[config.mk]
export PLATFORM = sky130hd
export DESIGN_NAME = dmem_ctrl
export DESIGN_NICKNAME = d
export VERILOG_FILES = /design/src/logic/dmem_pkg.sv /design/src/logic/dmem_reqbuf.sv /design/src/logic/dmem_pmachk.sv /design/src/logic/dmem_axil_master.sv /design/src/logic/dmem_ctrl.sv
export SDC_FILE = /design/constraint.sdc
export NUM_CORES = 1
export LEC_CHECK = 0
export BUFFER_PORTS_ARGS = -buffer_cell sky130_fd_sc_hd__buf_4
export CORE_ASPECT_RATIO = 0.7
export CORE_MARGIN = 2
export CORE_UTILIZATION = 35
export DETAILED_ROUTE_END_ITERATION = 6
export GPL_TIMING_DRIVEN = 0
export SYNTH_ARGS = -nofsm -noshare
export SYNTH_HDL_FRONTEND = slang
export SYNTH_HIERARCHICAL = 1
export SYNTH_SLANG_ARGS = --single-unit
[constraint.sdc]
create_clock -name clk_i -period 5 [get_ports clk_i]
set_clock_uncertainty 0.2 [all_clocks]
set_input_delay 0.5 -clock clk_i [delete_from_list [all_inputs] [get_ports clk_i]]
set_output_delay 0.5 -clock clk_i [all_outputs]
set_load 0.01 [all_outputs]
[src/logic/dmem_pkg.sv]
package dmem_pkg;

  ////////////////////
  // Widths
  localparam int ADDR_W = 32;
  localparam int DATA_W = 32;
  localparam int STRB_W = 4;   // One strobe per byte lane

  typedef logic [ADDR_W-1:0] addr_t;
  typedef logic [DATA_W-1:0] data_t;
  typedef logic [STRB_W-1:0] strb_t;

  // Access size codes
  typedef logic [1:0] size_t;
  localparam size_t SIZE_BYTE = 2'd0;
  localparam size_t SIZE_HALF = 2'd1;
  localparam size_t SIZE_WORD = 2'd2;

  // AXI constants
  localparam logic [1:0] RESP_OKAY     = 2'b00;
  localparam logic [2:0] AXI_PROT_DATA = 3'b000;  // Unprivileged, secure, data

  ////////////////////
  // Buffered CPU request
  typedef struct packed {
    addr_t addr;
    size_t size;
    logic  we;
    data_t data;   // Already in its byte lanes
  } mem_req_t;

  // One attribute region, limit is inclusive
  typedef struct packed {
    addr_t base;
    addr_t limit;
    logic  readable;
    logic  writable;
  } pma_cfg_t;

  ////////////////////
  // AXI4-Lite channels
  typedef struct packed {
    logic       aw_valid;
    addr_t      aw_addr;
    logic [2:0] aw_prot;
    logic       w_valid;
    data_t      w_data;
    strb_t      w_strb;
    logic       b_ready;
    logic       ar_valid;
    addr_t      ar_addr;
    logic [2:0] ar_prot;
    logic       r_ready;
  } axil_m2s_t;

  typedef struct packed {
    logic       aw_ready;
    logic       w_ready;
    logic       b_valid;
    logic [1:0] b_resp;
    logic       ar_ready;
    logic       r_valid;
    data_t      r_data;
    logic [1:0] r_resp;
  } axil_s2m_t;

endpackage

[src/logic/dmem_reqbuf.sv]
`timescale 1ns/1ps

module dmem_reqbuf #(
  parameter int DEPTH = 2
)
(
  input  logic               clk_i,
  input  logic               rst_n_i,
  input  logic               push_i,
  input  dmem_pkg::mem_req_t d_i,
  input  logic               pop_i,
  input  logic               clr_i,
  output logic               ready_o,
  output logic               valid_o,
  output dmem_pkg::mem_req_t q_o
);

  localparam int PTR_W = (DEPTH > 1) ? $clog2(DEPTH) : 1;
  localparam int CNT_W = $clog2(DEPTH + 1);

  dmem_pkg::mem_req_t mem [DEPTH];
  logic [PTR_W-1:0]   wr_ptr;
  logic [PTR_W-1:0]   rd_ptr;
  logic [CNT_W-1:0]   count;
  logic               do_push;
  logic               do_pop;

  // Wrap at DEPTH, not at a power of two
  function automatic logic [PTR_W-1:0] ptr_inc(input logic [PTR_W-1:0] ptr);
    return (ptr == PTR_W'(DEPTH - 1)) ? '0 : ptr + 1'b1;
  endfunction

  assign ready_o = (count != CNT_W'(DEPTH));  // Low while full
  assign valid_o = (count != '0);
  assign do_push = push_i & ready_o;
  assign do_pop  = pop_i & valid_o;
  assign q_o     = mem[rd_ptr];               // Head entry

  // Entry storage
  always_ff @(posedge clk_i)
  begin
    if (do_push)
      mem[wr_ptr] <= d_i;
  end

  ////////////////////
  // Pointers and fill level
  always_ff @(posedge clk_i or negedge rst_n_i)
  begin
    if (!rst_n_i)
    begin
      wr_ptr <= '0;
      rd_ptr <= '0;
      count  <= '0;
    end
    else if (clr_i)
    begin
      // Drop everything, a push in this cycle is lost too
      wr_ptr <= '0;
      rd_ptr <= '0;
      count  <= '0;
    end
    else
    begin
      if (do_push)
        wr_ptr <= ptr_inc(wr_ptr);
      if (do_pop)
        rd_ptr <= ptr_inc(rd_ptr);
      case ({do_push, do_pop})
        2'b10:   count <= count + 1'b1;
        2'b01:   count <= count - 1'b1;
        default: count <= count;     // Idle or push and pop together
      endcase
    end
  end

endmodule

[src/logic/dmem_pmachk.sv]
`timescale 1ns/1ps

module dmem_pmachk #(
  parameter int PMA_CNT = 3
)
(
  input  dmem_pkg::mem_req_t req_i,
  input  dmem_pkg::pma_cfg_t pma_cfg_i [PMA_CNT],
  output logic               misaligned_o,
  output logic               pma_err_o
);

  logic [PMA_CNT-1:0] match;    // Address inside region i
  logic               allowed;  // Permission of the lowest matching region

  ////////////////////
  // Misalignment check

  always_comb
  begin
    case (req_i.size)
      dmem_pkg::SIZE_BYTE: misaligned_o = 1'b0;
      dmem_pkg::SIZE_HALF: misaligned_o = req_i.addr[0];
      dmem_pkg::SIZE_WORD: misaligned_o = |req_i.addr[1:0];
      default:             misaligned_o = 1'b1;  // Reserved size code
    endcase
  end

  ////////////////////
  // PMA region lookup

  // Base and limit compare per region
  always_comb
  begin
    for (int i = 0; i < PMA_CNT; i++)
    begin
      match[i] = (req_i.addr >= pma_cfg_i[i].base) &&
                 (req_i.addr <= pma_cfg_i[i].limit);
    end
  end

  // Walk down so the lowest index is written last and wins
  always_comb
  begin
    allowed = 1'b0;  // Stays low when no region matches
    for (int i = PMA_CNT - 1; i >= 0; i--)
    begin
      if (match[i])
        allowed = req_i.we ? pma_cfg_i[i].writable  // Store needs write permission
                           : pma_cfg_i[i].readable; // Load needs read permission
    end
  end

  // Unmapped or forbidden access
  // Misalignment masks it so only one flag is ever reported
  assign pma_err_o = ~misaligned_o & ~allowed;

endmodule

[src/logic/dmem_axil_master.sv]
`timescale 1ns/1ps

module dmem_axil_master
(
  input  logic                  clk_i,
  input  logic                  rst_n_i,
  input  logic                  head_valid_i,
  input  dmem_pkg::mem_req_t    head_i,
  input  logic                  misaligned_i,
  input  logic                  pma_err_i,
  output logic                  pop_o,
  output logic                  flush_o,
  output dmem_pkg::axil_m2s_t   axil_o,
  input  dmem_pkg::axil_s2m_t   axil_i,
  output dmem_pkg::data_t       mem_q_o,
  output logic                  mem_ack_o,
  output logic                  mem_err_o,
  output logic                  mem_misaligned_o
);

  typedef enum logic [2:0] {
    ST_IDLE,     // Wait for a head request
    ST_RESP,     // Response pulse out, head popped
    ST_WR_AW_W,  // Write address and data
    ST_WR_B,     // Write response
    ST_RD_AR,    // Read address
    ST_RD_R      // Read data
  } state_t;

  state_t          state;
  logic            aw_valid;
  logic            w_valid;
  logic            b_ready;
  logic            ar_valid;
  logic            r_ready;
  logic            aw_hs;
  logic            w_hs;
  logic            b_hs;
  logic            ar_hs;
  logic            r_hs;
  logic            aw_w_done;
  logic            b_ok;
  logic            r_ok;
  dmem_pkg::strb_t strb;

  assign aw_hs = aw_valid & axil_i.aw_ready;
  assign w_hs  = w_valid  & axil_i.w_ready;
  assign b_hs  = b_ready  & axil_i.b_valid;
  assign ar_hs = ar_valid & axil_i.ar_ready;
  assign r_hs  = r_ready  & axil_i.r_valid;
  assign b_ok  = (axil_i.b_resp == dmem_pkg::RESP_OKAY);
  assign r_ok  = (axil_i.r_resp == dmem_pkg::RESP_OKAY);

  // Both write channels done, either earlier or in this cycle
  assign aw_w_done = (~aw_valid | axil_i.aw_ready) & (~w_valid | axil_i.w_ready);

  // Byte lanes from size and low address bits
  always_comb
  begin
    case (head_i.size)
      dmem_pkg::SIZE_BYTE: strb = 4'b0001 << head_i.addr[1:0];
      dmem_pkg::SIZE_HALF: strb = 4'b0011 << {head_i.addr[1], 1'b0};
      default:             strb = 4'b1111;
    endcase
  end

  ////////////////////
  // Bus outputs, payload comes straight from the held head
  always_comb
  begin
    axil_o.aw_valid = aw_valid;
    axil_o.aw_addr  = head_i.addr;
    axil_o.aw_prot  = dmem_pkg::AXI_PROT_DATA;
    axil_o.w_valid  = w_valid;
    axil_o.w_data   = head_i.data;
    axil_o.w_strb   = strb;
    axil_o.b_ready  = b_ready;
    axil_o.ar_valid = ar_valid;
    axil_o.ar_addr  = head_i.addr;
    axil_o.ar_prot  = dmem_pkg::AXI_PROT_DATA;
    axil_o.r_ready  = r_ready;
  end

  // Read data capture
  always_ff @(posedge clk_i)
  begin
    if (r_hs)
      mem_q_o <= axil_i.r_data;
  end

  ////////////////////
  // Transfer FSM
  always_ff @(posedge clk_i or negedge rst_n_i)
  begin
    if (!rst_n_i)
    begin
      state            <= ST_IDLE;
      aw_valid         <= 1'b0;
      w_valid          <= 1'b0;
      b_ready          <= 1'b0;
      ar_valid         <= 1'b0;
      r_ready          <= 1'b0;
      mem_ack_o        <= 1'b0;
      mem_err_o        <= 1'b0;
      mem_misaligned_o <= 1'b0;
      pop_o            <= 1'b0;
      flush_o          <= 1'b0;
    end
    else
    begin
      // Responses are single-cycle pulses
      mem_ack_o        <= 1'b0;
      mem_err_o        <= 1'b0;
      mem_misaligned_o <= 1'b0;
      pop_o            <= 1'b0;
      flush_o          <= 1'b0;

      case (state)
        ST_IDLE:
        begin
          if (head_valid_i)
          begin
            if (misaligned_i | pma_err_i)
            begin
              // Check failed, no bus activity
              mem_misaligned_o <= misaligned_i;
              mem_err_o        <= pma_err_i;  // Already masked by misalignment
              pop_o            <= 1'b1;
              flush_o          <= 1'b1;
              state            <= ST_RESP;
            end
            else if (head_i.we)
            begin
              aw_valid <= 1'b1;  // AW and W raised together
              w_valid  <= 1'b1;
              state    <= ST_WR_AW_W;
            end
            else
            begin
              ar_valid <= 1'b1;
              state    <= ST_RD_AR;
            end
          end
        end

        ST_WR_AW_W:
        begin
          if (aw_hs)
            aw_valid <= 1'b0;
          if (w_hs)
            w_valid <= 1'b0;
          if (aw_w_done)
          begin
            b_ready <= 1'b1;
            state   <= ST_WR_B;
          end
        end

        ST_WR_B:
        begin
          if (b_hs)
          begin
            b_ready   <= 1'b0;
            mem_ack_o <= b_ok;
            mem_err_o <= ~b_ok;  // SLVERR or DECERR
            pop_o     <= 1'b1;
            flush_o   <= ~b_ok;
            state     <= ST_RESP;
          end
        end

        ST_RD_AR:
        begin
          if (ar_hs)
          begin
            ar_valid <= 1'b0;
            r_ready  <= 1'b1;
            state    <= ST_RD_R;
          end
        end

        ST_RD_R:
        begin
          if (r_hs)
          begin
            r_ready   <= 1'b0;
            mem_ack_o <= r_ok;
            mem_err_o <= ~r_ok;
            pop_o     <= 1'b1;
            flush_o   <= ~r_ok;
            state     <= ST_RESP;
          end
        end

        // Head still visible here, so do not restart it
        ST_RESP: state <= ST_IDLE;

        default: state <= ST_IDLE;
      endcase
    end
  end

endmodule

[src/logic/dmem_ctrl.sv]
`timescale 1ns/1ps

module dmem_ctrl #(
  parameter int PMA_CNT   = 3,
  parameter int BUF_DEPTH = 2
)
(
  input  logic                clk_i,
  input  logic                rst_n_i,

  // Attribute regions
  input  dmem_pkg::pma_cfg_t  pma_cfg_i [PMA_CNT],

  // CPU side
  input  logic                mem_req_i,
  input  dmem_pkg::mem_req_t  mem_i,
  output logic                mem_ready_o,
  output dmem_pkg::data_t     mem_q_o,
  output logic                mem_ack_o,
  output logic                mem_err_o,
  output logic                mem_misaligned_o,

  // AXI4-Lite master
  output dmem_pkg::axil_m2s_t axil_o,
  input  dmem_pkg::axil_s2m_t axil_i
);

  dmem_pkg::mem_req_t head;        // Oldest pending request
  logic               head_valid;
  logic               misaligned;
  logic               pma_err;
  logic               pop;
  logic               flush;       // Any error empties the buffer

  ////////////////////
  // Request buffer
  dmem_reqbuf #(
    .DEPTH   ( BUF_DEPTH )
  )
  u_reqbuf (
    .clk_i   ( clk_i       ),
    .rst_n_i ( rst_n_i     ),
    .push_i  ( mem_req_i   ),
    .d_i     ( mem_i       ),
    .pop_i   ( pop         ),
    .clr_i   ( flush       ),
    .ready_o ( mem_ready_o ),
    .valid_o ( head_valid  ),
    .q_o     ( head        )
  );

  // Alignment and PMA check on the head
  dmem_pmachk #(
    .PMA_CNT      ( PMA_CNT )
  )
  u_pmachk (
    .req_i        ( head       ),
    .pma_cfg_i    ( pma_cfg_i  ),
    .misaligned_o ( misaligned ),
    .pma_err_o    ( pma_err    )
  );

  ////////////////////
  // Bus access and CPU responses
  dmem_axil_master u_axil_master (
    .clk_i            ( clk_i            ),
    .rst_n_i          ( rst_n_i          ),
    .head_valid_i     ( head_valid       ),
    .head_i           ( head             ),
    .misaligned_i     ( misaligned       ),
    .pma_err_i        ( pma_err          ),
    .pop_o            ( pop              ),
    .flush_o          ( flush            ),
    .axil_o           ( axil_o           ),
    .axil_i           ( axil_i           ),
    .mem_q_o          ( mem_q_o          ),
    .mem_ack_o        ( mem_ack_o        ),
    .mem_err_o        ( mem_err_o        ),
    .mem_misaligned_o ( mem_misaligned_o )
  );

endmodule

## Yosys cells after proc, flatten, opt, wreduce, memory -nomap -nowiden

Memory sizes are Yosys's and may differ from the RTL's.
Index checks and enable logic that the tools add are counted.

| word-level totals | value |
|---|---|
| register bits | 49 |
| RAM bits | 134 |
| bits of input ports | 309 |
| output and inout bits | 147 |
| logic and storage cells | 148 |
| memories | 1 |

| operators by class | value |
|---|---|
| add/sub/neg operators | 4 |
| $lt $le $gt $ge | 6 |
| equality and inequality tests | 19 |
| shift-type cells | 2 |
| mux-type cells | 61 |
| bitwise operators | 18 |
| reduce and logical (&&, ||, !) cells | 22 |

Memories:

| memory | words | bits a word | rd ports | clocked after Yosys merged registers in | wr ports | RTL line | text |
|---|---|---|---|---|---|---|---|
| u_reqbuf.mem | 2 | 67 | 1 | 0 | 1 | dmem_reqbuf.sv:21 | `dmem_pkg::mem_req_t mem [DEPTH];` |

Operators by type and width:

| cell | count |
|---|---|
| greater-or-equal comparator 32 bit | 3 |
| <= comparator 32 bit | 3 |
| two-way mux 1 bit | 40 |
| two-way mux 3 bit | 7 |
| AND reduction 5 bit | 4 |
| case mux 3 bit (5 select lines) | 1 |
| nonzero test 2 bit | 7 |
| != test 2 x 1 -> 1 bit, second input constant | 6 |
| case mux 1 bit (2 select lines) | 6 |
| case mux 1 bit (3 select lines) | 4 |
| != test 2 bit, second input constant | 5 |
| bitwise AND 1 bit | 9 |
| case mux 4 bit (2 select lines) | 1 |
| == test 3 x 2 -> 1 bit, second input constant | 2 |
| == test 3 bit, second input constant | 2 |
| zero test 2 bit | 3 |
| inverter 1 bit | 6 |
| AND reduction 3 bit | 2 |
| == test 2 x 1 -> 1 bit, second input constant | 2 |
| == test 2 bit, second input constant | 2 |
| case mux 2 bit (2 select lines) | 1 |
| left shift 1 x 2 -> 4 bit, first input constant | 1 |
| left shift 2 x 2 -> 4 bit, first input constant | 1 |
| logical AND 1 bit | 3 |
| other kinds (8) | 11 |

## Logic depth before layout (Yosys ltp)

Gate-level depths: netlist (run 1).
An unclocked memory read counts as a cell.

| depth | value |
|---|---|
| word-level depth | 12 |
| depth in mapped cells | 17 |
| depth with buffers taken out | 15 |

## Cells and area by module

Netlist (run 1), hierarchy kept.

By module, submodules not included:

| module | instances | cells each | area each (sq um) | seq. area each (sq um) |
|---|---|---|---|---|
| dmem_reqbuf | 1 | 233 | 5153.7 | 4124.0 |
| dmem_pmachk | 1 | 677 | 4822.1 | 0.0 |
| dmem_axil_master | 1 | 216 | 2509.9 | 1286.2 |

## Worst setup path before layout (run 1)

No wires, ideal clock.

| path | value |
|---|---|
| path kind | flip-flop to flip-flop |
| start | register u_reqbuf.rd_ptr |
| end | register u_axil_master.state[1] |
| setup time | 0.122 ns |
| arrival time | 3.179 ns |
| required time | 4.678 ns |
| setup slack | 1.499 ns |
| cell stages (with the launch flop) | 16 |
| path buffers | 2 |
| period minus slack after synthesis | 3.501 ns |
| cell sequence | dfrtp_1 buf_6 buf_2 mux2_2 ha_1 a21o_1 a211o_1 a31oi_1 a211oi_1 o41ai_2 a221o_1 mux2i_1 a21boi_1 nor2_1 and3_1 a32o_1 |

RTL lines:

| item | RTL line | text |
|---|---|---|
| from (decl) | dmem_reqbuf.sv:23 | `logic [PTR_W-1:0] rd_ptr;` |
| from (signal assigned) | dmem_reqbuf.sv:68 | `rd_ptr <= ptr_inc(rd_ptr);` |
| to (signal assigned) | dmem_axil_master.sv:97 | `state <= ST_IDLE;` |
| to (signal assigned) | dmem_axil_master.sv:130 | `state <= ST_RESP;` |
| to (signal assigned) | dmem_axil_master.sv:136 | `state <= ST_WR_AW_W;` |
| to (decl) | dmem_axil_master.sv:30 | `state_t state;` |

==> flow_summary.yaml, run 1 <==
outcome:
  status: "finished, final reports clean"
grt:
  grt_pass1_wl_microns: 57500
  grt_pass1_vias: 10200
  antenna_found_initial: 4
  grt_max_degree: 40
  gr-total-overflow: 0
  grt_usage_pct: 20.6
die:
  num_rows: 57
  core_sq_mm: 0.0349
  io_pins: 456
  die_height_microns: 162
  start_util_pct: 35.7
  die-width_microns: 230
  die-area_sq_mm: 0.0372
detailed_routing:
  wl_met1_microns: 17200
  post-route-drc-count: 0
  wirelength_microns: 38900
  vias_per_cell: 4.73
  top_layer: "met4"
  wl_met3_microns: 2470
  wl_met2_microns: 18500
  drt_pass1_iterations: 5
  vias: 9887
  wl_per_cell_microns: 18.6
  drtIter0Drc: 509
  ant_nets: 0
worst_setup_path:
  cp_cell_sequence: "buf_6 > buf_2 > mux2_2 > ha_1 > nor2b_1 > o211ai_1 > a2111oi_0 > nor4b_2 > o211ai_1 > a221o_1 > mux2i_1 > a21boi_2 > nor2_1 > and3_1 > nand2_1 > a22oi_1"
  rrSetupSlack_ns: 0.32
  critPathBufInv: 2
  required_ns: 5.15
  startpoint_type: "flip-flop"
  cpMostUsedCell: "o211ai_1"
  crit_type: "flip-flop to flip-flop"
  reg2reg_depth: 16
  r2r_end: "u_axil_master/aw_valid$_DFFE_PN0P_"
  crit_slowest_cell: "nor4b_2"
  cp-end-kind: "flip-flop"
  cpLargestDelayFamily: "compound AO/OA/AOI/OAI gates"
  worstPathMaxFanout: 12
  r2r_start: "u_reqbuf/rd_ptr$_DFFE_PN0P_"
  crit_arrival_ns: 4.83
  max_stage_delay_ns: 0.59
clock_network:
  cts_tree: "yes"
  clk_pin_slew_ns: 0.08
  cts_buffers: 17
  post_cts_buffers: 0
  htreeDepth: 4
  numClockSinks: 183
  worstSkewPairLatency_ns: 0.44
  cts.path.max_buffers: 2
  clockRootBuffer: "clkbuf_16"
worst_hold_path:
  hp-class: "input port to flip-flop"
  min_to: "u_axil_master/mem_q_o[5]$_DFFE_PN_"
  hold_path.startpoint: "axil_i[7]"
  holdPathStages: 1
pwr:
  p_leak_nw: 8.46
  power.total_mw: 7.42
  ir_worst_vdd_mv: 0.299
  power_density_mw_per_mm2: 433
sta:
  drv_slew: 0
  finalCritPeriodShare_pct: 93.5
  max_freq_mhz: 214
  slew_headroom_pct: 30.0
  fin_crit_ns: 4.68
  hold_viol: 0
  finalSetupTns_ns: 0
  setup_violations: 0
  rsz0062_at_grt: "false"
  fin_hold_ws_ns: 0.0317
  tightest_slew_ns: 1.04
cells_and_area:
  n_fill_cell: 3288
  drive_above_1_share_pct: 42.5
  final_common_cell: "buf_4"
  nets: 2104
  final_cell_mix: "buf_4, inv_1, ha_1"
  areaGrowthSynthToFinish_pct: 37.3
synth:
  yosys.area.top_type_share_pct: 39.9
  synth-seq-area-share_pct: 43.3
  yosys_warnings: 6
  synth_edf_count: 166
  synthTopCellsByArea: "edfxtp_1, ha_1, buf_4, inv_1, mux2_2"
  avgSynthCellArea_sq_um: 11.1
  synth_cells: 1126
  synth.cell_area_sq_mm: 0.0125
  synth_top_cell_by_area: "edfxtp_1"
  synth-seq-cells: 183
  synthArstFlopShare_pct: 9.29
  ys.flop_type: "edfxtp_1"
  yosysUniqueCellTypes: 62
placement:
  globalplace.congestion: 0.842
  dp_hpwl_microns: 31600
  portBuffers: 449
job:
  cap_violations: 0
state kept, by name (all words and copies together) (netlist names), 2 cells and up:
register               count
u_axil_master/state        3
u_reqbuf/count             2
u_axil_master/mem_q_o     32
u_reqbuf/mem             134
logic make-up after synthesis:
kind of cell               Yosys count  synth area share, %
buffers and inverters              315                 13.1
adders and majority gates          192                 19.2
AOI/OAI and AO/OA                  191                 9.69
DFF                                183                 43.3
and+or+nand+nor                    170                 7.31
muxes                               73                 7.19
other                                1               0.0300
xor gates and xnor gates             1               0.0702
stage by stage:
stage,std cells,util (%),cell area [sq um],setup slack [ns]
final,2092,49.1,17100,0.323
after global routing,2090,49.1,17100,0.0724
after CTS,2088,49.0,17100,0.0263
after detailed placement,2055,47.3,16500,0.0861
after global placement,2052,47.1,16500,-0.832
after floorplan,1131,-,12500,1.50
worst reg2reg max path: cells and delay by family (launching register included):
family | cells | cell delay (ns)
buf+inv | 2 | 0.40
simple gates | 5 | 1.24
fa+ha+maj | 1 | 0.34
compound gates | 6 | 1.30
flops | 1 | 0.34
mux | 2 | 0.78
final cells by class:
type	instances	area, sq um	area share (%)
antenna	4	10.0	0.0584
timing repair buffer	453	3440	20.1
buffer	117	898	5.24
multi-input combinational	633	5470	31.9
clock inverter	14	154	0.897
sequential	183	5410	31.5
clock buffer	18	429	2.50
tap	472	591	3.44
inverter	198	746	4.35
synth_stat cells, types with 18 or more instances:
cell,n
inv_1,198
ha_1,192
edfxtp_1,166
buf_4,107
a21oi_1,67
mux2_2,49
nand2_1,39
o21ai_0,39
nand4_1,33
nor2_1,26
mux2_4,21
nand3_1,18
what timing repair did:
action	CTS	global route
hold endpoints to repair	17	0
gates resized for setup	0	2
setup endpoints to repair	0	7
hold buffers	1	0
where the power goes:
part	leakage, nW	switching [mW]	internal [mW]
Clock	0.288	0.656	0.674
Combinational	6.40	2.03	1.92
Sequential	1.77	0.102	2.04
how the worst max path moves through the flow:
stage / startpoint / to / slack [ns] / cells after the start
6_report: u_reqbuf/rd_ptr$_DFFE_PN0P_ / u_axil_master/aw_valid$_DFFE_PN0P_ / 0.32 / 16
5_1_grt: u_reqbuf/rd_ptr$_DFFE_PN0P_ / u_axil_master/aw_valid$_DFFE_PN0P_ / 0.07 / 17
4_1_cts: u_reqbuf/rd_ptr$_DFFE_PN0P_ / u_axil_master/aw_valid$_DFFE_PN0P_ / 0.03 / 16
3_5_place_dp: u_reqbuf/rd_ptr$_DFFE_PN0P_ / u_axil_master/w_valid$_DFFE_PN0P_ / 0.09 / 16
3_3_place_gp: u_reqbuf/rd_ptr$_DFFE_PN0P_ / u_axil_master/state[1]$_DFFE_PN0P_ / -0.83 / 15
2_1_floorplan: u_reqbuf/rd_ptr$_DFFE_PN0P_ / u_axil_master/state[1]$_DFFE_PN0P_ / 1.50 / 15
metal layers:
| metal | track usage (%) | vias to the layer above |
|---|---|---|
| met1 | 26.2 | 4688 |
| li1 | - | 4890 |
| met3 | 5.51 | 34 |
| met5 | 0 | - |
| met4 | 5.81 | 0 |
| met2 | 34.5 | 275 |
Note: power is estimated with default switching activity, not from simulation.
==> inputs of run 2 (changes only) <==
Clock period 5 ns to 4.2 ns, I/O delays scaled along.
==> run 2 against run 1 <==
Non-clock buffer count grew 109; design area grew 7.5%; flip-flop and latch count is the same; worst hold slack gained 0.052 ns; total power grew 23%; sequential share of layout area shrank 2.2 points; routed wire length grew 3.2%; die area is the same; sequential power grew 19%; final cell count grew 5.2%; critical path type unchanged.
==> flow_summary.yaml, run 2 (same netlist as run 1, synthesis figures left out) <==
outcome:
  status: "finished, final reports clean"
cells_and_area:
  nets: 2213
  largest_reg_flops: 134
  areaGrowthSynthToFinish_pct: 47.6
  final_area_sq_mm: 0.0184
  final_cell_mix: "buf_4, inv_1, ha_1"
  final_common_cell: "buf_4"
  regMostFlops: "u_reqbuf/mem"
  top_regs: "u_reqbuf/mem (134), u_axil_master/mem_q_o (32), u_axil_master/state (3)"
  drive_above_1_share_pct: 41.3
worst_setup_path:
  rrSetupSlack_ns: 0.11
  critPathBufInv: 2
  cpMostUsedCell: "buf_6"
  crit_arrival_ns: 4.25
  reg2reg_depth: 15
  startpoint_type: "flip-flop"
  r2r_start: "u_reqbuf/rd_ptr$_DFFE_PN0P_"
  cp-end-kind: "flip-flop"
  crit_slowest_cell: "mux2_2"
  r2r_end: "u_axil_master/aw_valid$_DFFE_PN0P_"
  worstPathMaxFanout: 10
  cpLargestDelayFamily: "simple AND/OR/NAND/NOR gates"
  max_stage_delay_ns: 0.48
  crit_type: "flip-flop to flip-flop"
  required_ns: 4.36
  cp_cell_sequence: "buf_6 > buf_6 > mux2_2 > ha_1 > nand4_1 > a211oi_1 > nor4b_4 > o211ai_1 > a221o_1 > mux2i_4 > a21boi_4 > nor2_2 > and3_4 > nand2_2 > a22oi_2"
placement:
  pre_cts_ws_ns: -0.714
  globalplace.congestion: 0.842
  portBuffers: 449
  dp_hpwl_microns: 31600
  post_dp_cell_area_sq_mm: 0.0165
pwr:
  ir_worst_vdd_mv: 0.372
  power_density_mw_per_mm2: 494
  power.total_mw: 9.11
  p_leak_nw: 9.00
grt:
  gr-total-overflow: 0
  grt_usage_pct: 21.3
  antenna_found_initial: 2
  grt_max_degree: 40
  grt_pass1_vias: 10700
  grt_pass1_wl_microns: 59800
die:
  core_sq_mm: 0.0349
  die-width_microns: 230
  die-area_sq_mm: 0.0372
  start_util_pct: 35.7
  io_pins: 456
  num_rows: 57
  die_height_microns: 162
detailed_routing:
  ant_nets: 0
  post-route-drc-count: 0
  drt_pass1_iterations: 5
  wl_met3_microns: 2530
  wirelength_microns: 40200
  wl_met2_microns: 19500
  vias_per_cell: 4.71
  vias: 10400
  wl_met1_microns: 17500
  top_layer: "met4"
  wl_per_cell_microns: 18.3
  drtIter0Drc: 425
sta:
  drv_slew: 0
  setup_violations: 0
  fin_ws_ns: 0.108
  slew_headroom_pct: 45.4
  finalCritPeriodShare_pct: 97.4
  hold_viol: 0
  fin_crit_ns: 4.09
  max_freq_mhz: 244
  tightest_slew_ns: 0.819
clock_network:
  clockRootBuffer: "clkbuf_16"
  cts.path.max_buffers: 2
  clk_pin_slew_ns: 0.07
  cts_buffers: 17
  numClockSinks: 183
  cts_tree: "yes"
  worstSkewPairLatency_ns: 0.44
  htreeDepth: 4
worst_hold_path:
  min_to: "u_axil_master/r_ready$_DFFE_PN0P_"
  hp-class: "input port to flip-flop"
  holdPathStages: 4
  hold_path.startpoint: "axil_i[34]"
job:
  cap_violations: 0
-- run 2: cell count changes in the layout (fill, tap and decap cells not counted), moves of 4 or more --
cell,before,now
dlygate4sd3_1,1,104
mux2_2,49,38
mux2_4,21,32
buf_4,556,564
o21ai_0,39,32
o21ai_1,0,6
nor4_1,5,1
-- run 2: timing repair --
item                                    in CTS  in global routing
hold buffers                               104                  0
hold endpoints to repair                   186                  0
resized for setup                           28                 25
buffers inserted                             4                  2
endpoints found under the setup margin       9                  8
pin swaps                                    2                 11
-- run 2: per-stage QoR --
| stage | std cells | hold slack, ns | setup TNS, ns | utilization (%) |
|---|---|---|---|---|
| detailed placement | 2055 | 0.106 | -5.05 | 47.3 |
| CTS | 2195 | 0.0557 | 0 | 52.4 |
| floorplan | 1131 | -0.0756 | 0 | - |
| finish | 2200 | 0.0833 | 0 | 52.7 |
| global route | 2199 | 0.0587 | -0.0130 | 52.7 |
| global placement | 2052 | 0.108 | -13.59 | 47.1 |
-- run 2: area by class of cell --
type / instances / area (sq um)
diodes: 3 / 7.51
plain buffers: 117 / 913
clock buffers: 18 / 429
clock inverters: 14 / 154
fillers: 3151 / 16500
inverters: 198 / 749
multi-input cells: 633 / 5660
flip-flops and latches: 183 / 5410
well taps: 472 / 591
repair buffers: 562 / 4520
-- run 2: how the worst max path moves through the flow --
stage                                      from                                  to  slack, ns  depth (start not counted)
detailed placement  u_reqbuf/rd_ptr$_DFFE_PN0P_   u_axil_master/w_valid$_DFFE_PN0P_      -0.71                         16
global route        u_reqbuf/rd_ptr$_DFFE_PN0P_  u_axil_master/aw_valid$_DFFE_PN0P_     -0.008                         15
CTS                 u_reqbuf/rd_ptr$_DFFE_PN0P_  u_axil_master/aw_valid$_DFFE_PN0P_      0.003                         18
global placement    u_reqbuf/rd_ptr$_DFFE_PN0P_  u_axil_master/state[1]$_DFFE_PN0P_      -1.63                         15
floorplan           u_reqbuf/rd_ptr$_DFFE_PN0P_  u_axil_master/state[1]$_DFFE_PN0P_       0.70                         15
finish              u_reqbuf/rd_ptr$_DFFE_PN0P_  u_axil_master/aw_valid$_DFFE_PN0P_       0.11                         15
-- run 2: worst min-delay path: cells and delay by family --
kind                   cells  cell delay, ns
and+or+nand+nor            2            0.09
AOI/OAI and AO/OA          1            0.07
buffers and inverters      1            0.09
-- run 2: report_power, final --
group,internal (mW),switching [mW]
clock network,0.802,0.778
logic,2.46,2.52
registers,2.43,0.125
-- run 2: layer usage --
metal  GRT usage [%]  up-vias
met5               0        -
met4            5.28        0
met3            4.90       35
met2            37.1      298
met1            26.8     4930
li1                -     5104
